==> src/bp_pkg.sv <==
`default_nettype none

package bp_pkg;

    typedef logic [31:0] addr_t;       // Instruction address
    typedef logic [31:0] instr_t;      // Instruction word
    typedef logic [1:0]  ctr_t;        // 2-bit saturating counter
    typedef logic [1:0]  pred_bits_t;  // {global dir, local dir}

    // Default table sizes that the top level overrides
    parameter int BTB_IDX_W     = 6;   // 64 BTB entries
    parameter int GHR_W         = 8;   // 256 gshare counters
    parameter int LHIST_W       = 6;   // Local history length
    parameter int LOCAL_IDX_W   = 6;   // 64 local history entries
    parameter int CHOOSER_IDX_W = 8;
    parameter int RAS_DEPTH     = 8;

    // Weakly not taken or weakly prefer local in the chooser
    localparam ctr_t CTR_INIT = 2'd1;

    // One saturating step toward up or down
    function automatic ctr_t ctr_step(ctr_t c, logic up);
        if (up) begin
            return (c == 2'd3) ? c : c + 2'd1;
        end
        return (c == 2'd0) ? c : c - 2'd1;
    endfunction

endpackage

`default_nettype wire

==> src/branch_classify.sv <==
`default_nettype none

module branch_classify (
    input  wire bp_pkg::instr_t instr,
    output logic                is_branch,
    output logic                is_jump,
    output logic                is_call,
    output logic                is_return
);
    typedef logic [5:0] opcode_t;
    typedef logic [4:0] reg_t;

    localparam opcode_t OP_SPECIAL = 6'd0;
    localparam opcode_t OP_J       = 6'd2;
    localparam opcode_t OP_JAL     = 6'd3;
    localparam logic [5:0] FUNCT_JR = 6'd8;
    localparam reg_t   REG_RA      = 5'd31;

    opcode_t opcode;
    reg_t    rs;
    logic    jr_ra;

    assign opcode = instr[31:26];
    assign rs     = instr[25:21];
    assign jr_ra  = (opcode == OP_SPECIAL) && (instr[5:0] == FUNCT_JR) && (rs == REG_RA);

    always_comb begin
        // REGIMM, beq, bne, blez, bgtz
        case (opcode)
            6'd1, 6'd4, 6'd5, 6'd6, 6'd7: is_branch = 1'b1;
            default:                       is_branch = 1'b0;
        endcase
    end

    assign is_call   = (opcode == OP_JAL);
    assign is_return = jr_ra;
    assign is_jump   = (opcode == OP_J) || (opcode == OP_JAL) || jr_ra;  // Returns count as jumps

endmodule

`default_nettype wire

==> config.mk <==
export PLATFORM = sky130hd
export DESIGN_NAME = branch_classify
export DESIGN_NICKNAME = d
export VERILOG_FILES = /design/src/bp_pkg.sv /design/src/branch_classify.sv
export SDC_FILE = /design/constraint.sdc
export NUM_CORES = 1
export LEC_CHECK = 0
export BUFFER_PORTS_ARGS = -buffer_cell sky130_fd_sc_hd__buf_2
export CAP_MARGIN = 20
export CORE_AREA = 2 2 39 41
export DETAILED_ROUTE_END_ITERATION = 7
export DIE_AREA = 0 0 41 43
export SLEW_MARGIN = 15
export SYNTH_ARGS = -nofsm -noshare
export SYNTH_HDL_FRONTEND = slang
export SYNTH_SLANG_ARGS = --single-unit
==> constraint.sdc <==
create_clock -name vclk -period 1
set_input_delay 0.15 -clock vclk [all_inputs]
set_output_delay 0.15 -clock vclk [all_outputs]
set_load 0.05 [all_outputs]
==> results.yml <==
place:
  place.gp.congestion: 0.538
  dpl.hpwl_um: 394
  io_buffers: 21
  dp_cells: 55
  pre_cts_slack_ns: -0.415
die:
  io_pins: 36
  core_region_area_sq_mm: 0.00138
  initial_core_util_pct: 5.88
  die_h_um: 43
  dieWidth_um: 41
  rows: 14
  dieArea_sq_mm: 0.00176
grt:
  antenna_found_initial: 0
  gr-total-overflow: 0
  grt_max_degree: 4
  grt_pass1_wl_um: 607
  gr-usage-all-layers_pct: 4.50
  grt_pass1_vias: 192
synth:
  yosys.area_share.adder_pct: 0
  synthesis.nets: 45
  yosysSeqAreaShare_pct: 0
  yosys_warnings: 0
  synth.cell_area_sq_um: 81.3
  synthCells: 13
  synth.area.mux_share_pct: 0
  synth_xor_area_share_pct: 0
  ys_types: 11
  synthSimpleGateAreaFrac_pct: 78.5
  synth_top_family_by_area: "simple AND/OR/NAND/NOR gates"
  synth_compound_area_share_pct: 16.9
  syn_avg_cell_area_sq_um: 6.26
worst_setup_path:
  cp-start-kind: "input pin"
  path_class: "in -> out"
  required_ns: 0.85
  critPathMaxFanout: 3
  crit_arrival_ns: 1.14
  cp-end-kind: "output pin"
timing:
  rsz0062_at_grt: "yes"
  slew_viol_final: 0
  final-hold-violation-count: 0
  setup_violations: 3
  holdWs_ns: 0.599
  layout_min_cycle_time_ns: 1.29
  post-route-period-util_pct: 129
  setup_slack_ns: -0.290
  worst_slew_pin_slew_ns: 0.204
  slew_headroom_pct: 86.3
  fmax_mhz: 775
clock_tree:
  postCtsHoldBufs: 0
cells_and_area:
  nClkBuffers: 0
  seq_cell_count: 0
  nFillCells: 146
  fin_cells: 57
  diodes: 0
  fin_nets: 75
  regArea_sq_um: 0
  drive_gt1_share_pct: 87.8
  layout_common_cells: "12 x buf_2, 9 x buf_6, 5 x buf_4"
  final_common_cell: "buf_2"
  finish.utilization_pct: 28.9
  area_growth_pct: 392
power_and_ir_drop:
  switching_share_pct: 38.4
  p_clk_share_pct: 0
  power_density_mw_per_mm2: 295
  p_leak_uw: 0.000182
  ir_drop_v: 0.000135
  p_total_uw: 118
  p_int_uw: 72.7
  p_sw_uw: 45.3
  power_frac_seq_pct: 0
  pwr-share-comb_pct: 100.0
routing:
  first_pass_iters: 1
  wl_um: 409
  avgRoutedWirePerCell_um: 7.18
  drt_iter0_drc: 0
  dr_total_vias: 206
  vias_per_cell: 3.61
  drc_errors: 0
  drt.antenna.violating_nets: 0
flow_run:
  maxCapViolCount: 0
run_status:
  status: "finished with violations"
  violations: "negative setup slack"
worst_hold_path:
  whs_path_depth: 3
  hold_class: "in -> out"
-- Yosys cell counts (all sizes together) --
library cell,instances,share of area (%)
nor2,3,14
a21oi,2,17
and3,1,7.7
inv,1,4.6
nand2,1,4.6
nand4,1,7.7
nor4,1,7.7
nor4b,1,11
nor4bb,1,12
or4,1,14
-- per-layer routing --
| layer | up-vias | global-route usage, % | wire length [um] |
|---|---|---|---|
| li1 | 108 | - | - |
| met5 | - | 0 | 0 |
| met4 | 0 | 0 | 0 |
| met3 | 0 | 0 | 71 |
| met1 | 84 | 4.11 | 139 |
| met2 | 14 | 10.0 | 198 |
-- worst paths after layout --
path / start / end / slack [ns]
worst max-delay path: instr[30] / is_jump / -0.29
worst min-delay path: instr[31] / is_branch / 0.60
-- critical path, cell delays in order --
cell and delay [ns]:
buf_6 0.09, or4_4 0.59, a21oi_4 0.15, buf_8 0.16
-- what timing repair did --
item / 4_1_cts / 5_1_grt
pin swaps: 3 / 8
resized for setup: 11 / 11
endpoints found under the setup margin: 4 / 4
cloned: 0 / 0
buffers inserted: 2 / 1
-- metrics by stage --
step                      cell area (sq um)  setup TNS (ns)
final                                   400          -0.805
after global routing                    400          -0.856
after CTS                               339          -0.810
after detailed placement                282           -1.23
after global placement                  282           -1.19
after floorplan                         119          -0.573
-- power groups by stage --
stage,Sequential [uW],Clock (uW),Combinational (uW)
3_5_place_dp,0,0,84.8
4_1_cts,0,0,98.9
2_1_floorplan,0,0,28.5
3_3_place_gp,0,0,83.5
5_1_grt,0,0,127
6_report,0,0,118
-- layout make-up --
cell class | count | area (sq um) | area share (%)
multi-input combinational | 12 | 148 | 36.9
tap | 16 | 20.0 | 5.00
inverter | 1 | 3.75 | 0.938
timing repair buffer | 28 | 229 | 57.2
-- cell families (layout without fill, tap and decap cells) --
kind of cell,count (synthesis),count (layout)
compound gates,2,2
buf+inv,1,29
simple gates,10,10
No activity file was read; power rests on OpenSTA's default activity.
