==> config.mk <==
export PLATFORM = sky130hd
export DESIGN_NAME = return_stack
export DESIGN_NICKNAME = d
export VERILOG_FILES = /design/src/bp_pkg.sv /design/src/return_stack.sv
export SDC_FILE = /design/constraint.sdc
export NUM_CORES = 1
export LEC_CHECK = 0
export ABC_AREA = 1
export BUFFER_PORTS_ARGS = -buffer_cell sky130_fd_sc_hd__buf_2
export CELL_PAD_IN_SITES_DETAIL_PLACEMENT = 1
export CELL_PAD_IN_SITES_GLOBAL_PLACEMENT = 2
export CORE_AREA = 5 5 211 213
export DETAILED_ROUTE_END_ITERATION = 6
export DIE_AREA = 0 0 216 218
export PLACE_DENSITY_LB_ADDON = 0.25
export SLEW_MARGIN = 20
export SYNTH_ARGS = -nofsm -noshare
export SYNTH_HDL_FRONTEND = slang
export SYNTH_SLANG_ARGS = --single-unit
export TNS_END_PERCENT = 10
==> constraint.sdc <==
create_clock -name CLK -period 4.9 [get_ports CLK]
set_clock_uncertainty 0.2 [all_clocks]
set_input_delay 0.49 -clock CLK [delete_from_list [all_inputs] [get_ports CLK]]
set_output_delay 0.49 -clock CLK [all_outputs]
set_load 0.01 [all_outputs]
==> src/bp_pkg.sv <==
`default_nettype none

package bp_pkg;

    typedef logic [31:0] addr_t;       // Instruction address
    typedef logic [31:0] instr_t;      // Instruction word
    typedef logic [1:0]  ctr_t;        // 2-bit saturating counter
    typedef logic [1:0]  pred_bits_t;  // {global dir, local dir}

    // Default table sizes that the top level overrides
    parameter int BTB_IDX_W     = 6;   // 64 BTB entries
    parameter int GHR_W         = 8;   // 256 gshare counters
    parameter int LHIST_W       = 6;   // Local history length
    parameter int LOCAL_IDX_W   = 6;   // 64 local history entries
    parameter int CHOOSER_IDX_W = 8;
    parameter int RAS_DEPTH     = 8;

    // Weakly not taken or weakly prefer local in the chooser
    localparam ctr_t CTR_INIT = 2'd1;

    // One saturating step toward up or down
    function automatic ctr_t ctr_step(ctr_t c, logic up);
        if (up) begin
            return (c == 2'd3) ? c : c + 2'd1;
        end
        return (c == 2'd0) ? c : c - 2'd1;
    endfunction

endpackage

`default_nettype wire

==> src/return_stack.sv <==
`default_nettype none

module return_stack #(
    parameter int RAS_DEPTH = bp_pkg::RAS_DEPTH
) (
    input  wire logic          CLK,
    input  wire logic          RESET,
    input  wire logic          flush,
    input  wire logic          push,
    input  wire logic          pop,
    input  wire bp_pkg::addr_t push_addr,
    output logic               valid,
    output bp_pkg::addr_t      top
);
    import bp_pkg::*;

    localparam int PTR_W = (RAS_DEPTH > 1) ? $clog2(RAS_DEPTH) : 1;
    localparam int CNT_W = $clog2(RAS_DEPTH + 1);

    typedef logic [PTR_W-1:0] ras_ptr_t;
    typedef logic [CNT_W-1:0] ras_cnt_t;

    localparam ras_ptr_t LAST_SLOT = ras_ptr_t'(RAS_DEPTH - 1);
    localparam ras_cnt_t FULL      = ras_cnt_t'(RAS_DEPTH);

    addr_t    stack_q [RAS_DEPTH];
    ras_ptr_t top_q;               // Slot holding the newest entry
    ras_cnt_t count_q;
    ras_ptr_t ptr_up;
    ras_ptr_t ptr_down;

    // Circular wrap in both directions
    assign ptr_up   = (top_q == LAST_SLOT) ? '0 : top_q + 1'b1;
    assign ptr_down = (top_q == '0) ? LAST_SLOT : top_q - 1'b1;

    assign valid = (count_q != '0);
    assign top   = stack_q[top_q];

    always_ff @(posedge CLK or negedge RESET) begin
        if (!RESET) begin
            top_q   <= LAST_SLOT;
            count_q <= '0;
        end else if (flush) begin
            count_q <= '0;
        end else if (push) begin
            top_q   <= ptr_up;
            count_q <= (count_q == FULL) ? count_q : count_q + 1'b1;  // Oldest is lost when full
        end else if (pop && valid) begin
            top_q   <= ptr_down;
            count_q <= count_q - 1'b1;
        end
    end

    always_ff @(posedge CLK) begin
        if (push && !flush) begin
            stack_q[ptr_up] <= push_addr;
        end
    end

endmodule

`default_nettype wire

==> results by group <==
Setup path
  • Worst Setup End Kind: output port
  • Max FO, Critical Path: 92
  • CP required: 4.21 ns
  • Worst R2R Start: top_q[0]
  • Reg2reg setup slack: 1.34 ns
  • WP data arrival: 3.17 ns
  • Register-to-Register Path Depth: 6
  • R2r endpoint: stack_q[0][3]
  • Kind of critical path: reg -> out
  • Critical path startpoint category: flip-flop

Logic synthesis
  • Syn Inst Count: 817
  • Top cells by count, synth: 256 x edfxtp_1, 143 x nor2_1, 125 x nand2_1, 107 x o21ai_0, 64 x o22ai_1
  • EDFF count, synth: 256
  • Top cells by area, synth: edfxtp_1 73%, nor2_1 5.1%, o21ai_0 5.1%, nand2_1 4.5%, o22ai_1 3.8%
  • Syn Nets: 861
  • Synth Cell Area: 0.0105 sq mm
  • Most frequent cell after synthesis: edfxtp_1
  • Cell variety after synth: 23
  • #FFs+latches synth: 263
  • Sequential area share after synthesis: 0.750
  • Main flop type after synthesis: edfxtp_1
  • Ys async rst share: 0.0266
  • Share of the synthesized area in the top cell type: 0.733
  • Yosys warnings: 0
  • Post-synth top area cell: edfxtp_1
  • Avg Inst Size Synth: 12.8 sq um

Worst hold path
  • Min-Delay Path Depth: 1
  • Hold Path End: stack_q[5][24]
  • Min-delay src: push_addr[24]
  • Worst min-delay path category: in -> reg

Placed design
  • Port bufs: 69
  • Area post-placement: 0.0114 sq mm
  • Post-DP HPWL: 16300 um
  • Pre-CTS setup slack: 1.20 ns
  • GP Congestion: 0.691

Timing
  • Min cycle time layout: 3.86 ns
  • Final setup fails: 0
  • Fin crit share: 0.788
  • Slew Viols, Final: 0
  • Worst relative slew slack: 0.358
  • Max Clk Rate: 259 MHz
  • Slew @ Worst Pin: 0.964 ns
  • Final worst slack: 1.04 ns
  • Final Hold Fails: 0
  • Setup TNS: 0 ns
  • Unrepaired setup endpoints after global routing: no

Finish
  • Design Area, Final: 0.0124 sq mm
  • Share of layout cells above drive strength 1: 0.157
  • Final core occ: 0.292
  • Ant diodes: 0
  • Layout Nets: 932
  • Filler Cell Count: 4594
  • Area grow syn2layout: 18.2%

Global route
  • Remaining global-route overflow: 0
  • Global route hottest layer: met2
  • Met3 Track Usage GR: 0.0186
  • Global-route wire length before repair: 43100 um
  • Largest net degree at the start of global routing: 93
  • Vias in the first global route: 6942
  • M2 GR Usage: 0.196
  • Met1 Resource Use GR: 0.162
  • Total track usage: 0.117
  • Antenna violations before repair: 0

Floorplanning
  • Initial core utilization: 0.247
  • Core area: 0.0425 sq mm
  • Die W: 216 um
  • Die footprint: 0.0471 sq mm
  • Io pins: 70
  • # rows: 76
  • Height of the die: 218 um

Clock tree
  • Clk slew on worst S/H paths: 0.06 ns
  • Clock sink total: 263
  • Root Driver: clkbuf_16
  • H-tree Lvls: 1
  • Clock latency on the worst-skew pair: 0.55 ns
  • Number of buffers created by CTS: 30
  • Longest Clk Path Bufs: 3
  • CTS tree: built

Drt
  • Drt drc: 0
  • Initial DRC Count: 273
  • Post-route ant nets: 0
  • TritonRoute pass-1 iters: 4
  • Via count: 6537
  • DR vias/cell: 4.49
  • DR WL/cell: 19.4 um
  • WL final: 28200 um

Status
  • Outcome: finished clean

Flow run
  • Max Cap Violations: 0

Power
  • Leak: 4.23 nW
  • PwrDens: 605 mW/mm^2
  • Worst vdd ir: 350 uV
worst max path at each step:
stage,start,to,slack [ns],depth (start not counted)
floorplan,top_q[0],stack_q[1][0],1.37,8
global placement,top_q[0],stack_q[0][10],1.29,6
CTS,top_q[0],top[22],0.90,7
detailed placement,top_q[0],stack_q[0][7],1.20,6
finish,top_q[0],top[22],1.04,7
global route,top_q[0],top[16],0.68,7
timing repair:
| action | CTS | global route |
|---|---|---|
| resized for setup | 0 | 0 |
| endpoints found under the hold margin | 23 | 0 |
| endpoints found under the setup margin | 0 | 0 |
| buffers inserted | 0 | 0 |
| hold buffers | 3 | 0 |
power by group:
part           switching [W]  total (W)  internal, W
Combinational        0.00169    0.00242     0.000728
Clock               0.000884    0.00215      0.00127
Sequential          0.000159    0.00293      0.00277
critical path, cell delays in order, from the launching register on:
cell	delay [ns]
dfstp_4	0.62
inv_4	0.40
buf_4	0.82
nor2_1	0.09
o22ai_1	0.32
nand2_1	0.11
nand2_1	0.09
buf_2	0.13
cell type report:
type / instances / area [sq um] / share of cell area
sequential: 263 / 7870 / 0.635
multi-input combinational: 490 / 2330 / 0.188
clock buffer: 33 / 762 / 0.0615
tap: 546 / 683 / 0.0551
timing repair buffer: 88 / 508 / 0.0410
clock inverter: 22 / 186 / 0.0150
inverter: 15 / 58.8 / 0.00474
state kept, by name, indices dropped and copies added, names as in the netlist:
name	flops
stack_q	256
count_q	4
top_q	3
kinds of logic (layout without fill, tap and decap cells):
kind of cell	after synthesis	after routing	synth area share
XOR/XNOR	2	2	0.00167
adder cells (fa/ha/maj)	7	7	0.00907
AND/OR/NAND/NOR	273	273	0.0985
flip-flops	263	263	0.750
AO/OA/AOI/OAI	208	208	0.107
buffers and inverters	64	158	0.0339
layout by cell type (no fill, tap or decap):
cell type	count
buf_2	69
inv_2	2
clkbuf_16	30
dlygate4sd3_1	3
clkinvlp_4	1
clkbuf_1	3
inv_4	1
fa_1	1
xnor2_1	2
dfstp_4	1
dfstp_2	2
bufinv_16	3
dfrtp_1	4
inv_1	12
clkinv_2	7
nor2_4	8
edfxtp_1	256
buf_12	1
or2_2	2
ha_1	6
o21ai_1	34
clkinv_1	10
nand3_1	3
o21ai_0	107
nor2_1	135
o22ai_1	64
buf_4	15
a21oi_1	3
clkinv_8	1
nand2_1	125
through the flow:
| step | total power [W] | instances | hold slack [ns] |
|---|---|---|---|
| after floorplan | 0.00454 | 817 | -0.00559 |
| after global placement | 0.00548 | 1399 | 0.148 |
| after detailed placement | 0.00550 | 1399 | 0.146 |
| after CTS | 0.00768 | 1457 | 0.00585 |
| after global routing | 0.00805 | 1457 | 0.0172 |
| final | 0.00750 | 1457 | 0.0234 |
layer usage:
layer | vias up | share of wire
li1 | 3105 | -
met1 | 3308 | 0.48
met2 | 93 | 0.47
met3 | 31 | 0.036
met4 | 0 | 0.015
met5 | - | 0
Power figures use the tool's default switching activity.
