$ cat config.mk
export PLATFORM = sky130hd
export DESIGN_NAME = branch_target_buffer
export DESIGN_NICKNAME = d
export VERILOG_FILES = /design/src/bp_pkg.sv /design/src/branch_target_buffer.sv
export SDC_FILE = /design/constraint.sdc
export NUM_CORES = 2
export LEC_CHECK = 0
export ABC_AREA = 1
export BUFFER_PORTS_ARGS = -buffer_cell sky130_fd_sc_hd__buf_2
export CAP_MARGIN = 15
export CORE_MARGIN = 3
export CORE_UTILIZATION = 30
export DETAILED_ROUTE_END_ITERATION = 10
export PLACE_DENSITY = 0.43
export SETUP_SLACK_MARGIN = 0.3
export SLEW_MARGIN = 0
export SYNTH_ARGS = -nofsm -noshare
export SYNTH_HDL_FRONTEND = slang
export SYNTH_SLANG_ARGS = --single-unit
$ cat constraint.sdc
create_clock -name CLK -period 6.08 [get_ports CLK]
set_clock_uncertainty 0.1 [all_clocks]
set_input_delay 1.824 -clock CLK [delete_from_list [all_inputs] [get_ports CLK]]
set_output_delay 1.824 -clock CLK [all_outputs]
set_load 0.03 [all_outputs]
$ cat src/bp_pkg.sv
`default_nettype none

package bp_pkg;

    typedef logic [31:0] addr_t;       // Instruction address
    typedef logic [31:0] instr_t;      // Instruction word
    typedef logic [1:0]  ctr_t;        // 2-bit saturating counter
    typedef logic [1:0]  pred_bits_t;  // {global dir, local dir}

    // Default table sizes that the top level overrides
    parameter int BTB_IDX_W     = 6;   // 64 BTB entries
    parameter int GHR_W         = 8;   // 256 gshare counters
    parameter int LHIST_W       = 6;   // Local history length
    parameter int LOCAL_IDX_W   = 6;   // 64 local history entries
    parameter int CHOOSER_IDX_W = 8;
    parameter int RAS_DEPTH     = 8;

    // Weakly not taken or weakly prefer local in the chooser
    localparam ctr_t CTR_INIT = 2'd1;

    // One saturating step toward up or down
    function automatic ctr_t ctr_step(ctr_t c, logic up);
        if (up) begin
            return (c == 2'd3) ? c : c + 2'd1;
        end
        return (c == 2'd0) ? c : c - 2'd1;
    endfunction

endpackage

`default_nettype wire

$ cat src/branch_target_buffer.sv
`default_nettype none

module branch_target_buffer #(
    parameter int BTB_IDX_W = bp_pkg::BTB_IDX_W
) (
    input  wire logic          CLK,
    input  wire logic          RESET,
    input  wire logic          flush,
    input  wire bp_pkg::addr_t lookup_pc,
    output logic               hit,
    output bp_pkg::addr_t      target,
    input  wire logic          write_en,
    input  wire bp_pkg::addr_t write_pc,
    input  wire bp_pkg::addr_t write_target
);
    import bp_pkg::*;

    localparam int ENTRIES = 1 << BTB_IDX_W;
    localparam int TAG_W   = 32 - BTB_IDX_W - 2;  // Everything above the index

    typedef logic [BTB_IDX_W-1:0] btb_idx_t;
    typedef logic [TAG_W-1:0]     btb_tag_t;

    logic [ENTRIES-1:0] valid_q;
    btb_tag_t           tag_q    [ENTRIES];
    addr_t              target_q [ENTRIES];

    btb_idx_t lookup_idx;
    btb_idx_t write_idx;
    btb_tag_t lookup_tag;
    btb_tag_t write_tag;

    assign lookup_idx = lookup_pc[BTB_IDX_W+1:2];
    assign lookup_tag = lookup_pc[31:BTB_IDX_W+2];
    assign write_idx  = write_pc[BTB_IDX_W+1:2];
    assign write_tag  = write_pc[31:BTB_IDX_W+2];

    // Read is combinational, so a same-cycle write is seen next cycle
    assign hit    = valid_q[lookup_idx] && (tag_q[lookup_idx] == lookup_tag);
    assign target = target_q[lookup_idx];

    always_ff @(posedge CLK or negedge RESET) begin
        if (!RESET) begin
            valid_q <= '0;
        end else if (flush) begin
            valid_q <= '0;  // Forget every entry
        end else if (write_en) begin
            valid_q[write_idx] <= 1'b1;
        end
    end

    // Tag and target storage
    always_ff @(posedge CLK) begin
        if (write_en) begin
            tag_q[write_idx]    <= write_tag;
            target_q[write_idx] <= write_target;
        end
    end

endmodule

`default_nettype wire

==> impl_metrics.toml <==
[worst_hold_path]
hold_path_depth = 2
holdPathEnd = "valid_q[52]$_DFFE_PN0P_"
hp-start = "valid_q[52]$_DFFE_PN0P_"
worstHoldPathType = "reg2reg"

[clocking]
clock_path_buffers = 4
cts_tree = "done"
cts.clk_slew.worst_paths_ns = 0.06
cts_made_buffers = 392
worstSkewPairLatency_ns = 0.97
cts.sinks = 3648
cts_root_buf = "clkbuf_16"
hold_buffers = 0
cts_htree_levels = 5

[die]
die_area_um2 = 490000
die_x_um = 700
design.core.area_um2 = 479000
ios = 133
initial_core_util = 0.302
die_y_um = 700
core.rowCount = 254

[critical_path]
crit_top_cell = "nand2_1"
critPathLaunch = "lookup_pc[2]"
crit_required_ns = 4.16
r2r_end = "valid_q[24]$_DFFE_PN0P_"
critical_path.endpoint_type = "primary output"
cp_max_fo = 20
path_cells = "buf_16, clkinv_8, clkbuf_16, nand2_1, nand3_1, nand3_1, nand3_1, nand2_1, nand2_1, nand3_1, nand2_1, nand2_1, nand2_1, inv_1, nand2_2, nor2_2, buf_4, nand3_2, nor2_4, buf_6, buf_6"
reg2reg_depth = 2
path_buf_inv = 7
path_class = "in2out"
reg2reg_slack_ns = 5.26
slowest_delay_ns = 0.24
cp.depth = 21
cp_slowest_cell = "clkbuf_16"
reg2reg_from = "valid_q[24]$_DFFE_PN0P_"
cp-start-kind = "input pin"
critPathTopFamily = "simple AND/OR/NAND/NOR gates"
worstPathArrival_ns = 4.41

[timing]
rsz0062_at_grt = "true"
fin_ws_ns = -0.251
finalMaxSlewViolations = 0
period_needed_ns = 6.33
whs_ns = 0.395
setup_violations = 27
slew_headroom = 0.210
fmax_ghz = 0.158
hold_viol = 0
post-route-period-util = 1.04
worstMarginPinSlew_ns = 1.19
fin_tns_setup_ns = -3.03

[pwr]
seq_power_share = 0.505
sw_frac_of_total = 0.232
clkPwrFrac = 0.422
powerDensity_nw_per_um2 = 315
p_leak_uw = 0.0586
p_sw_uw = 12800
pwr-share-comb = 0.073
power.internal_uw = 42300
ir_drop_mv = 0.237

[route]
vias = 98782
wl_um = 548000
postRouteAntennaNets = 0
viasPerCell = 5.29
drcViolationCount = 0
first_pass_iters = 5
first_iter_violations = 11378
wl_per_cell_um = 29.3

[yosys]
seq_area_frac_synth = 0.756
synth-seq-cells = 3648
yosysWarnings = 0
yosysTopAreaCellShare = 0.745
yosys-top-cells-area = "edfxtp_1 74%, nand3_1 5.3%, nand2_1 4.5%"
syn_inst = 11364
synth.distinct_cells = 28
yosys.area.top_type = "edfxtp_1"
synth.avg_cell_area_um2 = 12.7
syn_area_um2 = 144000
syn-num-nets = 11464

[finish]
design_area_um2 = 175000
drive_gt1_frac = 0.141
syn2layout_area_growth_pct = 21.0
final_common_cell = "edfxtp_1"
num-fill-cells = 45964
num-nets-final = 12052
layout_common_cells = "3,584 x edfxtp_1, 1,720 x nand2_1, 1,509 x nor2_1"

[grt]
antenna_found_initial = 54
grt_pass1_wl_um = 752000
overflow = 0
grt_max_degree = 81
grtUsageTotal = 0.215
grt_pass1_vias = 94617

[status]
status = "finished with violations"
violations = "negative setup slack"

[placement]
place_hpwl_um = 292000
numPortBuffers = 128
postPlaceCellArea_um2 = 159000
dpl_worst_slack_ns = -0.752
gp_congestion = 0.798

[run]
cap_viol_max_count = 0
[synthesized netlist by cell type]
| cell type | n |
|---|---|
| o21ai_1 | 88 |
| a21oi_1 | 5 |
| dfrtp_1 | 64 |
| inv_2 | 1 |
| clkinv_2 | 1 |
| inv_1 | 45 |
| buf_2 | 303 |
| clkbuf_2 | 2 |
| nor2_1 | 1586 |
| buf_4 | 80 |
| buf_1 | 60 |
| nand3_1 | 1521 |
| or2_0 | 3 |
| o21ai_0 | 1226 |
| o32ai_1 | 35 |
| a21o_1 | 1 |
| nor3_1 | 8 |
| o211ai_1 | 8 |
| inv_4 | 1 |
| o31ai_1 | 1 |
| o22ai_1 | 625 |
| edfxtp_1 | 3584 |
| clkbuf_1 | 330 |
| or2_1 | 5 |
| o221ai_1 | 5 |
| buf_6 | 26 |
| nand3b_1 | 11 |
| nand2_1 | 1739 |
[worst reg2reg max path, stage by stage (launching register included)]
cell	delay (ns)
dfrtp_1	0.39
nor2_1	0.12
nor2_1	0.06
[how the worst max path moves through the flow]
| stage | end | slack [ns] |
|---|---|---|
| 2_1_floorplan | target[12] | 0.43 |
| 3_3_place_gp | hit | -0.81 |
| 3_5_place_dp | hit | -0.75 |
| 4_1_cts | hit | -0.21 |
| 5_1_grt | hit | -0.31 |
| 6_report | hit | -0.25 |
[registers in the layout, indices dropped and copies added, names as in the netlist]
name / flops
tag_q: 1536
target_q: 2048
valid_q: 64
[cell type report]
cell class / count / area (um2) / share of cell area
antenna: 12 / 30.0 / 0.000172
clock buffer: 495 / 10400 / 0.0594
clock inverter: 213 / 1810 / 0.0104
inverter: 48 / 255 / 0.00146
multi-input combinational: 6867 / 32400 / 0.185
sequential: 3648 / 109000 / 0.624
tap: 6400 / 8010 / 0.0458
timing repair buffer: 991 / 12700 / 0.0727
timing repair inverter: 4 / 61.3 / 0.000351
[stage by stage]
stage           util  cells  power (uW)
2_1_floorplan      -  11364       30100
3_3_place_gp   0.332  17857       32000
3_5_place_dp   0.332  17859       32000
4_1_cts        0.362  18629       55400
5_1_grt        0.365  18669       56800
6_report       0.365  18678       55100
[power groups by stage]
| stage | combinational (uW) | sequential, uW | clock, uW |
|---|---|---|---|
| CTS | 3900 | 27800 | 23700 |
| floorplan | 1770 | 28400 | 0 |
| global route | 4320 | 27800 | 24700 |
| finish | 4010 | 27800 | 23200 |
| global placement | 3620 | 28400 | 0 |
| detailed placement | 3650 | 28400 | 0 |
[kinds of logic after synthesis]
family                 count (synthesis)  synth area share
buffers and inverters                849            0.0282
AOI/OAI and AO/OA                   1994            0.0757
and+or+nand+nor                     4873             0.140
DFF                                 3648             0.756
[per-layer routing]
layer  global-route usage  part of all wire  routed length (um)  vias to the layer above
li1                     -                 -                   -                    42953
met1                0.298              0.43              237000                    51106
met2                0.354              0.47              257000                     3801
met3               0.0287             0.066               36200                      900
met4               0.0596             0.031               16900                       22
met5                    0           0.00025                 138                        -
[what timing repair did]
item / CTS / global route
setup buffers: 26 / 14
setup endpoints to repair: 33 / 33
cloned: 36 / 19
resized for setup: 194 / 168
pin swaps: 23 / 51
hold endpoints to repair: 0 / 0
(Power assumes the default switching activity.)
