===== config.mk =====
export PLATFORM = sky130hd
export DESIGN_NAME = local_history_predictor
export DESIGN_NICKNAME = d
export VERILOG_FILES = /design/src/bp_pkg.sv /design/src/local_history_predictor.sv
export SDC_FILE = /design/constraint.sdc
export NUM_CORES = 1
export LEC_CHECK = 0
export BUFFER_PORTS_ARGS = -buffer_cell sky130_fd_sc_hd__buf_2
export CORE_MARGIN = 4
export CORE_UTILIZATION = 60
export CTS_CLUSTER_SIZE = 28
export DETAILED_ROUTE_END_ITERATION = 6
export PLACE_DENSITY = 0.84
export SYNTH_ARGS = -nofsm -noshare
export SYNTH_HDL_FRONTEND = slang
export SYNTH_SLANG_ARGS = --single-unit

===== constraint.sdc =====
create_clock -name CLK -period 10.2 [get_ports CLK]
set_input_delay 2.04 -clock CLK [delete_from_list [all_inputs] [get_ports CLK]]
set_output_delay 2.04 -clock CLK [all_outputs]
set_load 0.005 [all_outputs]

===== src/bp_pkg.sv =====
`default_nettype none

package bp_pkg;

    typedef logic [31:0] addr_t;       // Instruction address
    typedef logic [31:0] instr_t;      // Instruction word
    typedef logic [1:0]  ctr_t;        // 2-bit saturating counter
    typedef logic [1:0]  pred_bits_t;  // {global dir, local dir}

    // Default table sizes that the top level overrides
    parameter int BTB_IDX_W     = 6;   // 64 BTB entries
    parameter int GHR_W         = 8;   // 256 gshare counters
    parameter int LHIST_W       = 6;   // Local history length
    parameter int LOCAL_IDX_W   = 6;   // 64 local history entries
    parameter int CHOOSER_IDX_W = 8;
    parameter int RAS_DEPTH     = 8;

    // Weakly not taken or weakly prefer local in the chooser
    localparam ctr_t CTR_INIT = 2'd1;

    // One saturating step toward up or down
    function automatic ctr_t ctr_step(ctr_t c, logic up);
        if (up) begin
            return (c == 2'd3) ? c : c + 2'd1;
        end
        return (c == 2'd0) ? c : c - 2'd1;
    endfunction

endpackage

`default_nettype wire


===== src/local_history_predictor.sv =====
`default_nettype none

module local_history_predictor #(
    parameter int LHIST_W     = bp_pkg::LHIST_W,
    parameter int LOCAL_IDX_W = bp_pkg::LOCAL_IDX_W
) (
    input  wire logic          CLK,
    input  wire logic          RESET,
    input  wire bp_pkg::addr_t lookup_pc,
    output logic               taken,
    input  wire logic          update_en,
    input  wire bp_pkg::addr_t update_pc,
    input  wire logic          update_taken
);
    import bp_pkg::*;

    localparam int HIST_ENTRIES = 1 << LOCAL_IDX_W;
    localparam int PHT_ENTRIES  = 1 << LHIST_W;

    typedef logic [LHIST_W-1:0]     lhist_t;
    typedef logic [LOCAL_IDX_W-1:0] lidx_t;

    lhist_t hist_q [HIST_ENTRIES];  // Per-address outcome history
    ctr_t   pht_q  [PHT_ENTRIES];   // Indexed by history alone

    lidx_t  lookup_idx;
    lidx_t  update_idx;
    lhist_t lookup_hist;
    lhist_t update_hist;

    assign lookup_idx  = lookup_pc[LOCAL_IDX_W+1:2];
    assign update_idx  = update_pc[LOCAL_IDX_W+1:2];
    assign lookup_hist = hist_q[lookup_idx];
    assign update_hist = hist_q[update_idx];

    assign taken = pht_q[lookup_hist][1];

    always_ff @(posedge CLK or negedge RESET) begin
        if (!RESET) begin
            for (int i = 0; i < HIST_ENTRIES; i++) begin
                hist_q[i] <= '0;
            end
            for (int j = 0; j < PHT_ENTRIES; j++) begin
                pht_q[j] <= CTR_INIT;
            end
        end else if (update_en) begin
            // Train the counter the old history pointed at
            pht_q[update_hist]  <= ctr_step(pht_q[update_hist], update_taken);
            hist_q[update_idx]  <= {update_hist[LHIST_W-2:0], update_taken};
        end
    end

endmodule

`default_nettype wire


==> flow_metrics.tcl <==
set metrics [dict create \
    outcome "complete, but fails checks" \
    failing_checks "DRC" \
    first_global_vias 22000 \
    pin_count_of_the_biggest_net_entering_global_routing 187 \
    setup-tns-final_ns 0 \
    post-cts-setup-buffers 0 \
    grt_pass1_wl_mm 134 \
    floorplan.initialDensity 0.609 \
    rsz0062_at_grt "false" \
    worstSkewPairLatency_ns 0.63 \
    numPortBuffers 16 \
    design.core.area_um2 45500 \
    antenna_found_initial 3 \
    cts_resized 0 \
    yosys_register_bits 512 \
    clock_tree.root_cell "sky130_fd_sc_hd__clkbuf_16" \
    grt_util_all_layers 0.348 \
    post_synth_instance_area_um2 27700 \
    total_count_of_max_transition_violations_in_the_final_report 0 \
    postSynth.topFlopCell "sky130_fd_sc_hd__dfrtp_1" \
    clock.fmax_mhz 117 \
    synth_fp_nets 2528 \
    final.setup_skew_ns 0.0397 \
    via_count 21900 \
    tritoncts_num_sinks 512 \
    gp_congestion 1.03 \
    dr.first_iter.drc_count 3411 \
    place.detailed.hpwl_mm 55.5 \
    placed_cell_areas_um2 27900 \
    startpoint_type "input pin" \
    critical_path_required_ns 8.16 \
    layout.area.seq_um2 12900 \
    die_w_um 223 \
    timing.max_slew.rel_slack 0.0288 \
    path_depth_of_the_worst_reg2reg_path 12 \
    asyncSetResetFlopFracSynth 1.00 \
    synth.yosys.seq_area_share 0.466 \
    boundaryPins 69 \
    final_layout_size_suffix_gt1_frac 0.264 \
    endpoint_kind "output pin" \
    firstDrtPassIters 7 \
    worst-path-max-fanout 59 \
    count_of_flip_flops_with_a_built_in_enable_after_synthesis 0 \
    worst_tran_pin_value_ns 1.45 \
    final_period_minus_worst_setup_slack_ns 8.58 \
    drcViolationCount 2 \
    synth.lib_cells_used.distinct 81 \
    cts_htree_levels 2 \
    postLayoutCellArea_um2 29900 \
    final_net_count 2416 \
    arrival_ns 6.54 \
    setup-violations-final 0 \
    floorplan.die.height_um 223 \
    tritoncts "built" \
    wl_per_cell_um 28.9 \
    num_antenna_cells 0 \
    yosysWarnings 0 \
    wirelength_mm 86.5 \
    min-delay-path-class "register to register" \
    viasPerCell 7.30 \
    number_of_buffers_added_by_the_clock_tree_synthesis_step 54 \
    final.period_utilization 0.841 \
    worst_hold_path.num_cells 2 \
    hold_violations 0 \
    power_density_nw_per_um2 207 \
    fillers 3189 \
    overall_power_w 0.00617 \
    critPathKind "input pin to output pin" \
    post_synthesis_instance_total 2460 \
    cts_max_path_buffers 3 \
    worst_setup_hold_path_clk_slew_ns 0.06 \
    stdcell_count 2994 \
    syn-mean-instance-area_um2 11.3 \
    placement_rows 78 \
    grt_remaining_overflow 0 \
    drtAntennaViolNets 0 \
    synthToLayoutAreaGrowth_pct 7.86 \
    worst_ir_drop_on_vdd_v 0.000193 \
    multiInputGateArea_um2 13700 \
    number_of_buffers_inserted_for_hold_repair_after_clock_tree_synthesis 0 \
    design.die.area_um2 49600 \
    leakage_nw 12.5 \
    post-place-cells 2892 \
    max-cap-violations 0 \
]
layout by cell type, fill, tap and decap left out, types with 12 or more instances in the layout:
cell,Yosys,routed
sky130_fd_sc_hd__nand2_1,276,276
sky130_fd_sc_hd__mux2_2,184,184
sky130_fd_sc_hd__mux4_2,163,163
sky130_fd_sc_hd__clkbuf_8,0,12
sky130_fd_sc_hd__a211oi_1,15,15
sky130_fd_sc_hd__a21oi_1,155,155
sky130_fd_sc_hd__nor2_1,239,237
sky130_fd_sc_hd__mux2i_1,100,100
sky130_fd_sc_hd__o22ai_1,15,15
sky130_fd_sc_hd__o21ai_0,205,205
sky130_fd_sc_hd__dfstp_2,64,64
sky130_fd_sc_hd__clkbuf_16,0,55
sky130_fd_sc_hd__mux2_4,38,38
sky130_fd_sc_hd__nand3_1,26,26
sky130_fd_sc_hd__a22oi_1,39,39
sky130_fd_sc_hd__nor3_1,20,19
sky130_fd_sc_hd__a221oi_1,29,29
sky130_fd_sc_hd__dfrtp_1,448,448
sky130_fd_sc_hd__buf_4,10,53
state kept, by name (all words and copies together) (netlist names):
name / count
hist_q: 384
pht_q: 128
critical path, stage by stage:
cell	delay [ns]
sky130_fd_sc_hd__buf_6	0.57
sky130_fd_sc_hd__mux4_2	0.64
sky130_fd_sc_hd__mux4_2	0.56
sky130_fd_sc_hd__mux4_2	0.82
sky130_fd_sc_hd__mux4_2	0.56
sky130_fd_sc_hd__nor2b_1	0.18
sky130_fd_sc_hd__a211oi_1	0.35
sky130_fd_sc_hd__a211oi_1	0.10
sky130_fd_sc_hd__a211oi_1	0.24
sky130_fd_sc_hd__a21oi_1	0.13
sky130_fd_sc_hd__buf_2	0.16
report_power, final:
group	internal, W	total (W)	switching, W
Clock	0.00129	0.00215	0.000865
Combinational	0.000579	0.00137	0.000795
Sequential	0.00239	0.00264	0.000253
Total	0.00425	0.00617	0.00191
per-stage QoR:
stage,util,setup slack (ns),hold WS (ns)
after floorplan,-,2.04,0.458
after global placement,0.614,1.75,0.475
after detailed placement,0.614,1.72,0.492
after CTS,0.657,1.68,0.505
after global routing,0.657,1.48,0.522
final,0.657,1.62,0.505
final cells by class:
class / count / share of cell area
clock buffer: 76 / 0.0528
clock inverter: 26 / 0.0129
inverter: 7 / 0.000880
multi-input combinational: 1706 / 0.459
sequential: 512 / 0.432
tap: 600 / 0.0251
timing repair buffer: 67 / 0.0172
Yosys cell counts, types with 11 or more instances:
master,count,share of area
sky130_fd_sc_hd__a211oi_1,15,0.0041
sky130_fd_sc_hd__a21oi_1,155,0.028
sky130_fd_sc_hd__a221oi_1,29,0.0092
sky130_fd_sc_hd__a22o_1,11,0.0035
sky130_fd_sc_hd__a22oi_1,39,0.011
sky130_fd_sc_hd__buf_1,19,0.0026
sky130_fd_sc_hd__buf_2,42,0.0076
sky130_fd_sc_hd__buf_6,15,0.0061
sky130_fd_sc_hd__clkbuf_1,149,0.020
sky130_fd_sc_hd__dfrtp_1,448,0.40
sky130_fd_sc_hd__dfstp_2,64,0.061
sky130_fd_sc_hd__mux2_2,184,0.075
sky130_fd_sc_hd__mux2_4,38,0.021
sky130_fd_sc_hd__mux2i_1,100,0.036
sky130_fd_sc_hd__mux4_2,163,0.13
sky130_fd_sc_hd__nand2_1,276,0.037
sky130_fd_sc_hd__nand3_1,26,0.0047
sky130_fd_sc_hd__nor2_1,239,0.032
sky130_fd_sc_hd__nor3_1,20,0.0036
sky130_fd_sc_hd__o21ai_0,205,0.037
sky130_fd_sc_hd__o22ai_1,15,0.0034
path summary, 6_finish.rpt:
check,startpoint,to,slack [ns]
max,lookup_pc[2],taken,1.62
min,hist_q[275]$_DFFE_PN0P_,hist_q[275]$_DFFE_PN0P_,0.50
max reg2reg,hist_q[116]$_DFFE_PN0P_,pht_q[30]$_DFFE_PN1P_,4.30
min reg2reg,hist_q[275]$_DFFE_PN0P_,hist_q[275]$_DFFE_PN0P_,0.50
max in group asynchronous,RESET,hist_q[9]$_DFFE_PN0P_,7.14
min in group asynchronous,RESET,hist_q[142]$_DFFE_PN0P_,1.44
logic make-up (layout without fill, tap and decap cells):
logic type / count (synthesis) / count (layout) / share of synthesized area
adders and majority gates: 2 / 2 / 0.000904
buffers and inverters: 242 / 176 / 0.0401
DFF: 512 / 512 / 0.466
muxes: 492 / 492 / 0.267
AOI/OAI and AO/OA: 560 / 560 / 0.123
and+or+nand+nor: 652 / 652 / 0.103
layer usage:
layer	vias up	track usage	routed length (um)
met5	-	0	36
met4	6	0.177	5910
met3	477	0.139	13000
met1	10800	0.458	30500
met2	1725	0.503	37100
li1	8867	-	-
(Power assumes the default switching activity.)
