### src/bp_pkg.sv
`default_nettype none

package bp_pkg;

    typedef logic [31:0] addr_t;       // Instruction address
    typedef logic [31:0] instr_t;      // Instruction word
    typedef logic [1:0]  ctr_t;        // 2-bit saturating counter
    typedef logic [1:0]  pred_bits_t;  // {global dir, local dir}

    // Default table sizes that the top level overrides
    parameter int BTB_IDX_W     = 6;   // 64 BTB entries
    parameter int GHR_W         = 8;   // 256 gshare counters
    parameter int LHIST_W       = 6;   // Local history length
    parameter int LOCAL_IDX_W   = 6;   // 64 local history entries
    parameter int CHOOSER_IDX_W = 8;
    parameter int RAS_DEPTH     = 8;

    // Weakly not taken or weakly prefer local in the chooser
    localparam ctr_t CTR_INIT = 2'd1;

    // One saturating step toward up or down
    function automatic ctr_t ctr_step(ctr_t c, logic up);
        if (up) begin
            return (c == 2'd3) ? c : c + 2'd1;
        end
        return (c == 2'd0) ? c : c - 2'd1;
    endfunction

endpackage

`default_nettype wire

### src/tournament_chooser.sv
`default_nettype none

module tournament_chooser #(
    parameter int CHOOSER_IDX_W = bp_pkg::CHOOSER_IDX_W
) (
    input  wire logic          CLK,
    input  wire logic          RESET,
    input  wire bp_pkg::addr_t lookup_pc,
    output logic               use_global,
    input  wire logic          update_en,
    input  wire bp_pkg::addr_t update_pc,
    input  wire logic          global_correct
);
    import bp_pkg::*;

    localparam int ENTRIES = 1 << CHOOSER_IDX_W;

    typedef logic [CHOOSER_IDX_W-1:0] cidx_t;

    ctr_t  sel_q [ENTRIES];  // High half prefers global
    cidx_t lookup_idx;
    cidx_t update_idx;

    assign lookup_idx = lookup_pc[CHOOSER_IDX_W+1:2];
    assign update_idx = update_pc[CHOOSER_IDX_W+1:2];
    assign use_global = sel_q[lookup_idx][1];

    // Only trained when the two predictors disagreed
    always_ff @(posedge CLK or negedge RESET) begin
        if (!RESET) begin
            for (int i = 0; i < ENTRIES; i++) begin
                sel_q[i] <= CTR_INIT;
            end
        end else if (update_en) begin
            sel_q[update_idx] <= ctr_step(sel_q[update_idx], global_correct);
        end
    end

endmodule

`default_nettype wire

### config.mk
export PLATFORM = sky130hd
export DESIGN_NAME = tournament_chooser
export DESIGN_NICKNAME = d
export VERILOG_FILES = /design/src/bp_pkg.sv /design/src/tournament_chooser.sv
export SDC_FILE = /design/constraint.sdc
export NUM_CORES = 1
export LEC_CHECK = 0
export ABC_CLOCK_PERIOD_IN_PS = 3600
export BUFFER_PORTS_ARGS = -buffer_cell sky130_fd_sc_hd__buf_2
export CAP_MARGIN = 30
export CORE_MARGIN = 2
export CORE_UTILIZATION = 63
export DETAILED_ROUTE_END_ITERATION = 8
export PLACE_DENSITY = 0.8
export SYNTH_ARGS = -nofsm -noshare
export SYNTH_HDL_FRONTEND = slang
export SYNTH_SLANG_ARGS = --single-unit
### constraint.sdc
create_clock -name CLK -period 3.6 [get_ports CLK]
set_clock_uncertainty 0.05 [all_clocks]
set_input_delay 0.18 -clock CLK [delete_from_list [all_inputs] [get_ports CLK]]
set_output_delay 0.18 -clock CLK [all_outputs]
set_load 0.005 [all_outputs]
==> results by group, run 1 <==
Global routing
  – Remaining Overflow, GRT: 0
  – Largest net degree at the start of global routing: between 90 and 100
  – First-pass GRT wire length: about 120000 um
  – Antenna violations before repair: 3
  – Via count of the first global-routing pass: around 21k
  – Global router's overall resource usage: a little under two fifths

Synthesis
  – Count of different cell masters after synthesis: 50
  – Most used standard cells in the synthesized netlist: 789 x sky130_fd_sc_hd__nand2_1, 269 x sky130_fd_sc_hd__o21ai_0, 256 x sky130_fd_sc_hd__dfrtp_1, 256 x sky130_fd_sc_hd__dfstp_2, 193 x sky130_fd_sc_hd__mux4_2
  – Most frequent cell after synthesis: sky130_fd_sc_hd__nand2_1
  – Cell count after synthesis: about 2.4k
  – Synth Warn #: 0
  – Share of the synthesized area in the top cell type: about a quarter
  – Number of enable-type register cells in the synthesized netlist: 0
  – Share of async-settable or async-resettable flops after synthesis: between 90% and 100%
  – Xor and xnor area share after synthesis: 0%
  – Synthesized-area fraction occupied by and/or/nand/nor cells: about an eighth
  – Compound-Gate Fraction of Synth Area: approximately 15%
  – Adder-cell area share of the yosys netlist: less than 1%
  – Post-synth design cell area: between 20000 and 30000 um^2
  – Largest area contributor in the synthesized netlist: sky130_fd_sc_hd__dfstp_2
  – Main combinational cell family by area after synthesis: multiplexers
  – Portion of the post-synthesis area used by sequential elements: between 40% and 50%
  – Synthesized area per cell: 11.0 um^2
  – Synth Flop Type: sky130_fd_sc_hd__dfstp_2
  – Mux cell area share after synthesis: 18.1%
  – Ranking of synthesized cells by area: sky130_fd_sc_hd__dfstp_2 26%, sky130_fd_sc_hd__dfrtp_1 24%, sky130_fd_sc_hd__mux4_2 17%
  – Post-synthesis sequential element count: slightly above 500
  – Number of nets produced by synthesis: ~2.5k

Setup path
  – Capturing element type of the critical path: primary output
  – Critical path cell sequence: mux4_2 > mux4_2 > mux4_2 > mux4_2 > buf_2
  – Maximum fanout count along the critical path: 3
  – Reg-to-Reg Start: sel_q[425]
  – CP arrival: roughly 3300 ps
  – Crit path max-delay cell type: sky130_fd_sc_hd__mux4_2
  – Depth of the worst register-to-register path: 11
  – Type of the worst setup path: reg2out
  – Worst path max stage delay: 620 ps
  – Slack of the worst reg-to-reg path: ~160 ps
  – Destination of the worst register-to-register timing path: sel_q[7]
  – Library cell appearing most often on the critical path: sky130_fd_sc_hd__mux4_2
  – Type of origin of the critical path: flop
  – Data required time at the worst endpoint: around 3400 ps

Floorplanning
  – Total die area: between 40000 and 50000 um^2
  – Starting density of the core: ~64%
  – Count of standard-cell rows: 74
  – Chip width: between 200 and 250 um
  – Boundary Pins: between 60 and 70
  – Floorplan core area: 41000 um^2
  – Floorplan die height: 208 um

Detailed routing
  – Number of design-rule violations left by the first detailed-router iteration: 2721
  – Average routed wire per standard cell: 26.0 um
  – Via/cell ratio: just under 7
  – DRT Pass-1 Iters: 6
  – Number of design rule violations left after detail routing: 0
  – Post-detailed-routing wire length: about 80000 um
  – Number of vias in the routed layout: around 21k
  – Post-route antenna net violation count: 0

CTS
  – Maximum root-to-sink buffer count: 3
  – Sink Count: 512
  – Total CTS buffers: 52
  – TritonCTS clock tree: built
  – # Post-CTS Setup Buffers: 0
  – Worst-path clk slew: about 60 ps
  – Source-to-sink clock delay at the later pin of the worst-skew pair: between 600 and 700 ps
  – H-tree Lvls: 2
  – Post-cts gate resize count: 0
  – Master cell of the clock root buffer: sky130_fd_sc_hd__clkbuf_16

Cells and area
  – Fill cell total of the finished layout: 2611
  – Final net count: between 2k and 3k
  – Post-Route Utilization: approximately 72%
  – Register with the most flip-flops: sel_q
  – Flip-flop count of the largest register, all copies and words added: between 500 and 600
  – Fraction of layout instances using a drive strength above 1: between 30 and 40%
  – Area Growth Syn to Fin: 12.4%
  – Largest registers: sel_q: 512 flops

Pwr
  – Worst-case vdd ir drop: 0.000332 V
  – PD cells: about 440 nW/um^2
  – Net Sw Frac: ~25%
  – Combinational group share of total power: a little over a tenth
  – Net switching power: 3270 uW
  – Clock share of power: a little over two fifths
  – Power share of the sequential group: a little under half
  – Cell Int Power: just under 10000 uW
  – Leak: roughly 0.011 uW

STA
  – Max-slew headroom at the worst pin: between 30% and 40%
  – Count of pins over their slew limit: 0
  – Final hold violation count: 0
  – Post-route clock period utilization: between 90% and 100%
  – Worst hold-check slack: ~100 ps
  – Final count of negative-setup-slack endpoints: 0
  – Slew at the pin with the worst max-slew slack: 987 ps
  – RSZ-0062 raised after global routing: false
  – Maximum frequency from static timing analysis: about 280 MHz
  – Shortest period the worst path allows: 3570 ps

Placed design
  – Gp weighted congestion: 0.947
  – Post-DP HPWL: just over 50000 um
  – I/O Buffers: 20

Status
  – Outcome: completed

Hold path
  – Worst min path class: in2async

Job
  – Max-cap violations: 0
[logic make-up after synthesis]
logic type / after synthesis
adder cells (fa/ha/maj): 2
AO/OA/AOI/OAI: 612
AND/OR/NAND/NOR: 867
flip-flops: 512
buffers and inverters: 169
multiplexers: 235
[how the worst max path moves through the flow]
stage                            start         end
final                       sel_q[449]  use_global
after global routing        sel_q[449]  use_global
after CTS                   sel_q[321]  use_global
after detailed placement  update_pc[2]  sel_q[509]
after global placement    update_pc[2]  sel_q[240]
after floorplan           lookup_pc[2]  use_global
[placed cells by master (no fill, tap or decap), types with 10 or more instances in the layout]
cell type and n:
sky130_fd_sc_hd__nor2_2 12, sky130_fd_sc_hd__a21oi_1 19, sky130_fd_sc_hd__clkbuf_1 17, sky130_fd_sc_hd__nand3_1 10, sky130_fd_sc_hd__mux2i_1 42, sky130_fd_sc_hd__clkbuf_8 12, sky130_fd_sc_hd__o21ai_0 269, sky130_fd_sc_hd__a22oi_1 50
sky130_fd_sc_hd__mux4_2 193, sky130_fd_sc_hd__o21ai_1 64, sky130_fd_sc_hd__nand2_1 789, sky130_fd_sc_hd__clkbuf_16 53, sky130_fd_sc_hd__o21ai_2 180, sky130_fd_sc_hd__dfstp_2 256, sky130_fd_sc_hd__buf_4 97, sky130_fd_sc_hd__buf_2 16
sky130_fd_sc_hd__dfrtp_1 256, sky130_fd_sc_hd__buf_12 47
[through the flow]
stage | instance area, um^2 | std cells | total power [uW] | worst slack, ps | setup TNS [ps]
finish | 29600 | 3022 | 12900 | 32.7 | 0
global route | 29600 | 3021 | 13300 | 19.0 | 0
CTS | 29600 | 3021 | 12900 | 142 | 0
detailed placement | 27900 | 2927 | 7540 | -57.0 | -1650
global placement | 27900 | 2927 | 7490 | 22.8 | 0
floorplan | 26300 | 2397 | 6960 | 589 | 0
[power by group through the flow]
stage          clock network [uW]  registers, uW  logic [uW]
6_report                     5430           6130        1370
5_1_grt                      5710           6140        1450
4_1_cts                      5450           6120        1350
3_5_place_dp                    0           6210        1340
3_3_place_gp                    0           6190        1300
2_1_floorplan                   0           6170         788
[area by class of cell]
type	count	area (um^2)	area share, %
multi-input cells	1716	12300	41.5
well taps	532	666	2.25
flip-flops and latches	512	13100	44.4
clock buffers	81	1540	5.21
inverters	4	15.0	0.0508
diodes	1	2.50	0.00846
repair buffers	164	1800	6.09
clock inverters	12	138	0.466
[critical path: cells and delay by family, from the launching register on]
kind                   cells  cell delay (ps)
multiplexers               4             2180
buffers and inverters      1              140
flip-flops                 1              400
[metal layers]
metal / routed length [um] / GRT usage, % / vias to the layer above
li1: - / - / 8736
met1: 27500 / 45.7 / 10200
met2: 36700 / 58.2 / 1284
met3: 8950 / 11.7 / 393
met4: 5410 / 22.6 / 6
met5: 100 / 0 / -
[repair_timing]
| action | CTS | global route |
|---|---|---|
| endpoints found under the hold margin | 79 | 0 |
| endpoints found under the setup margin | 0 | 0 |
| hold buffers | 1 | 0 |
No activity file was read; power rests on OpenSTA's default activity.
==> run 2, diff against run 1 <==
--- a/config.mk
+++ b/config.mk
@@ -9,9 +9,9 @@
 export BUFFER_PORTS_ARGS = -buffer_cell sky130_fd_sc_hd__buf_2
 export CAP_MARGIN = 30
 export CORE_MARGIN = 2
-export CORE_UTILIZATION = 63
+export CORE_UTILIZATION = 60
 export DETAILED_ROUTE_END_ITERATION = 8
-export PLACE_DENSITY = 0.8
+export PLACE_DENSITY = 0.77
 export SYNTH_ARGS = -nofsm -noshare
 export SYNTH_HDL_FRONTEND = slang
 export SYNTH_SLANG_ARGS = --single-unit
==> results by group, run 2 (same netlist as run 1, synthesis figures left out) <==
Global routing
  – Largest net degree at the start of global routing: 120 (+22%)
  – Global router's overall resource usage: 35.2% (-2.1 points)
  – Remaining Overflow, GRT: 0 (unchanged)
  – Antenna violations before repair: 4 (+1)
  – First-pass GRT wire length: 120000 um (-1.9%)
  – Via count of the first global-routing pass: 20.9k (-1.3%)

CTS
  – Total CTS buffers: 52 (unchanged)
  – # Post-CTS Setup Buffers: 0 (unchanged)
  – Sink Count: 512 (unchanged)
  – TritonCTS clock tree: built
  – Worst-path clk slew: 60 ps (about the same)
  – Source-to-sink clock delay at the later pin of the worst-skew pair: 620 ps (about the same)
  – Post-cts gate resize count: 0 (unchanged)
  – Number of buffers added to fix hold violations after cts: 1 (unchanged)
  – H-tree Lvls: 2 (unchanged)
  – Master cell of the clock root buffer: sky130_fd_sc_hd__clkbuf_16
  – Maximum root-to-sink buffer count: 3 (unchanged)

Floorplanning
  – Boundary Pins: 69 (unchanged)
  – Floorplan core area: 43200 um^2 (+5.3%)
  – Floorplan die height: 213 um (+2.4%)
  – Count of standard-cell rows: 76 (+2.7%)
  – Starting density of the core: 60.9% (-3.2 points)
  – Total die area: 45500 um^2 (+4.9%)
  – Chip width: 213 um (+2.4%)

Detailed routing
  – Average routed wire per standard cell: 25.0 um (-4.0%)
  – DRT Pass-1 Iters: 8 (+2)
  – Number of design-rule violations left by the first detailed-router iteration: 1891 (-31%)
  – Number of design rule violations left after detail routing: 0 (unchanged)
  – Number of vias in the routed layout: 20.3k (-1.5%)
  – Post-route antenna net violation count: 0 (unchanged)
  – Post-detailed-routing wire length: 76900 um (-2.3%)
  – Via/cell ratio: 6.60 (-3.2%)

Setup path
  – Critical path cell sequence: mux4_2 > mux4_2 > mux4_2 > mux4_2 > buf_2
  – Library cell appearing most often on the critical path: sky130_fd_sc_hd__mux4_2
  – Maximum fanout count along the critical path: 3 (unchanged)
  – Crit path max-delay cell type: sky130_fd_sc_hd__mux4_2
  – Crit path buf inv count: 1 (unchanged)
  – Type of origin of the critical path: flop
  – Worst path max stage delay: 560 ps (-60 ps)
  – CP arrival: 3260 ps (-80 ps)
  – Capturing element type of the critical path: primary output
  – Type of the worst setup path: reg2out
  – Top Family by Delay on Critical Path: multiplexers
  – Data required time at the worst endpoint: 3370 ps (about the same)

Pwr
  – PD cells: 443 nW/um^2 (+1.4%)
  – Leak: 0.0113 uW (-0.32%)
  – Worst-case vdd ir drop: 0.000350 V (+5.6%)

Job
  – Max-cap violations: 0 (unchanged)

STA
  – Count of pins over their slew limit: 0 (unchanged)
  – Shortest period the worst path allows: 3490 ps (-74.1 ps)
  – Max-slew headroom at the worst pin: 33.3% (-0.86 points)
  – RSZ-0062 raised after global routing: false
  – Final count of negative-setup-slack endpoints: 0 (unchanged)
  – Final hold violation count: 0 (unchanged)
  – Post-route clock period utilization: 97.0% (-2.1 points)
  – Setup slack of the critical path after layout: 107 ps (+74.1 ps)
  – Maximum frequency from static timing analysis: 286 MHz (+2.1%)
  – Slew at the pin with the worst max-slew slack: 1000 ps (+14.0 ps)

Cells and area
  – Final net count: 2513 (-0.20%)
  – Non-filler cells, final: 3077 (+1.8%)
  – Largest registers: sel_q: 512 flops
  – Area Growth Syn to Fin: 12.5% (about the same)
  – Flip-flop count of the largest register, all copies and words added: 512 (unchanged)
  – Fraction of layout instances using a drive strength above 1: 36.4% (+0.40 points)
  – Commonest cells after routing, fill and taps aside: 789 x sky130_fd_sc_hd__nand2_1, 269 x sky130_fd_sc_hd__o21ai_0, 256 x sky130_fd_sc_hd__dfstp_2, 256 x sky130_fd_sc_hd__dfrtp_1, 193 x sky130_fd_sc_hd__mux4_2
  – Register with the most flip-flops: sel_q
  – Most common cell after layout, fill and taps aside: sky130_fd_sc_hd__nand2_1

Status
  – Outcome: completed

Placed design
  – I/O Buffers: 20 (unchanged)
  – Post-Place Setup Slack: -63.6 ps (-6.52 ps)
  – Gp weighted congestion: 0.959 (+1.2%)
  – Post-DP HPWL: 51100 um (-1.4%)
  – Placed cells: 2975 (+1.6%)

Hold path
  – Worst min path class: in2reg
[run 2: changes by cell type in the layout (fill, tap and decap cells not counted), sizes merged]
cell,before,now
clkinvlp,1,7
bufinv,3,5
diode,1,3
clkbuf,82,73
clkinv,9,13
inv,3,5
buf,162,157
[run 2: through the flow]
stage,instance area (um^2),total power [uW],TNS (ps),utilization (%),hold slack (ps)
2_1_floorplan,26300,6960,0,-,-166
3_3_place_gp,27800,7450,0,64.3,310
3_5_place_dp,27800,7500,-3110,64.3,327
4_1_cts,29600,13100,0,68.5,145
5_1_grt,29600,13500,0,68.5,193
6_report,29600,13100,0,68.6,187
[run 2: worst reg2reg max path, delay by kind of cell (launching register included)]
family / cells / cell delay (ps)
buf+inv: 2 / 490
compound gates: 3 / 640
fa+ha+maj: 1 / 330
simple gates: 3 / 760
flops: 1 / 400
mux: 1 / 480
[run 2: area by class of cell]
type / count / area [um^2]
antenna: 3 / 7.51
clock buffer: 72 / 1520
fill: 3055 / 13600
multi-input combinational: 1716 / 12300
clock inverter: 26 / 280
inverter: 4 / 15.0
sequential: 512 / 13100
tap: 585 / 732
timing repair buffer: 159 / 1650
[run 2: path summary, 6_finish.rpt]
kind	startpoint	to	slack, ps	cells after the start
hold reg to reg	sel_q[388]	sel_q[388]	410	2
min in group asynchronous	RESET	sel_q[255]	250	2
setup reg to reg	sel_q[169]	sel_q[427]	280	10
max in group asynchronous	RESET	sel_q[382]	2200	3
setup / recovery	sel_q[305]	use_global	110	5
hold / removal	update_pc[6]	sel_q[394]	190	5
[run 2: per-layer routing]
layer	vias up	part of all wire, %	global-route usage [%]
met4	2	6.4	21.3
met5	-	0.012	0
met2	1094	47	54.6
li1	8709	-	-
met1	10200	37	45.1
met3	346	9.8	8.90
[run 2: power by group]
part / internal, uW / total, uW / switching, uW
registers: 6000 / 6120 / 118
clock network: 3310 / 5680 / 2370
logic: 479 / 1310 / 831
total: 9790 / 13100 / 3320
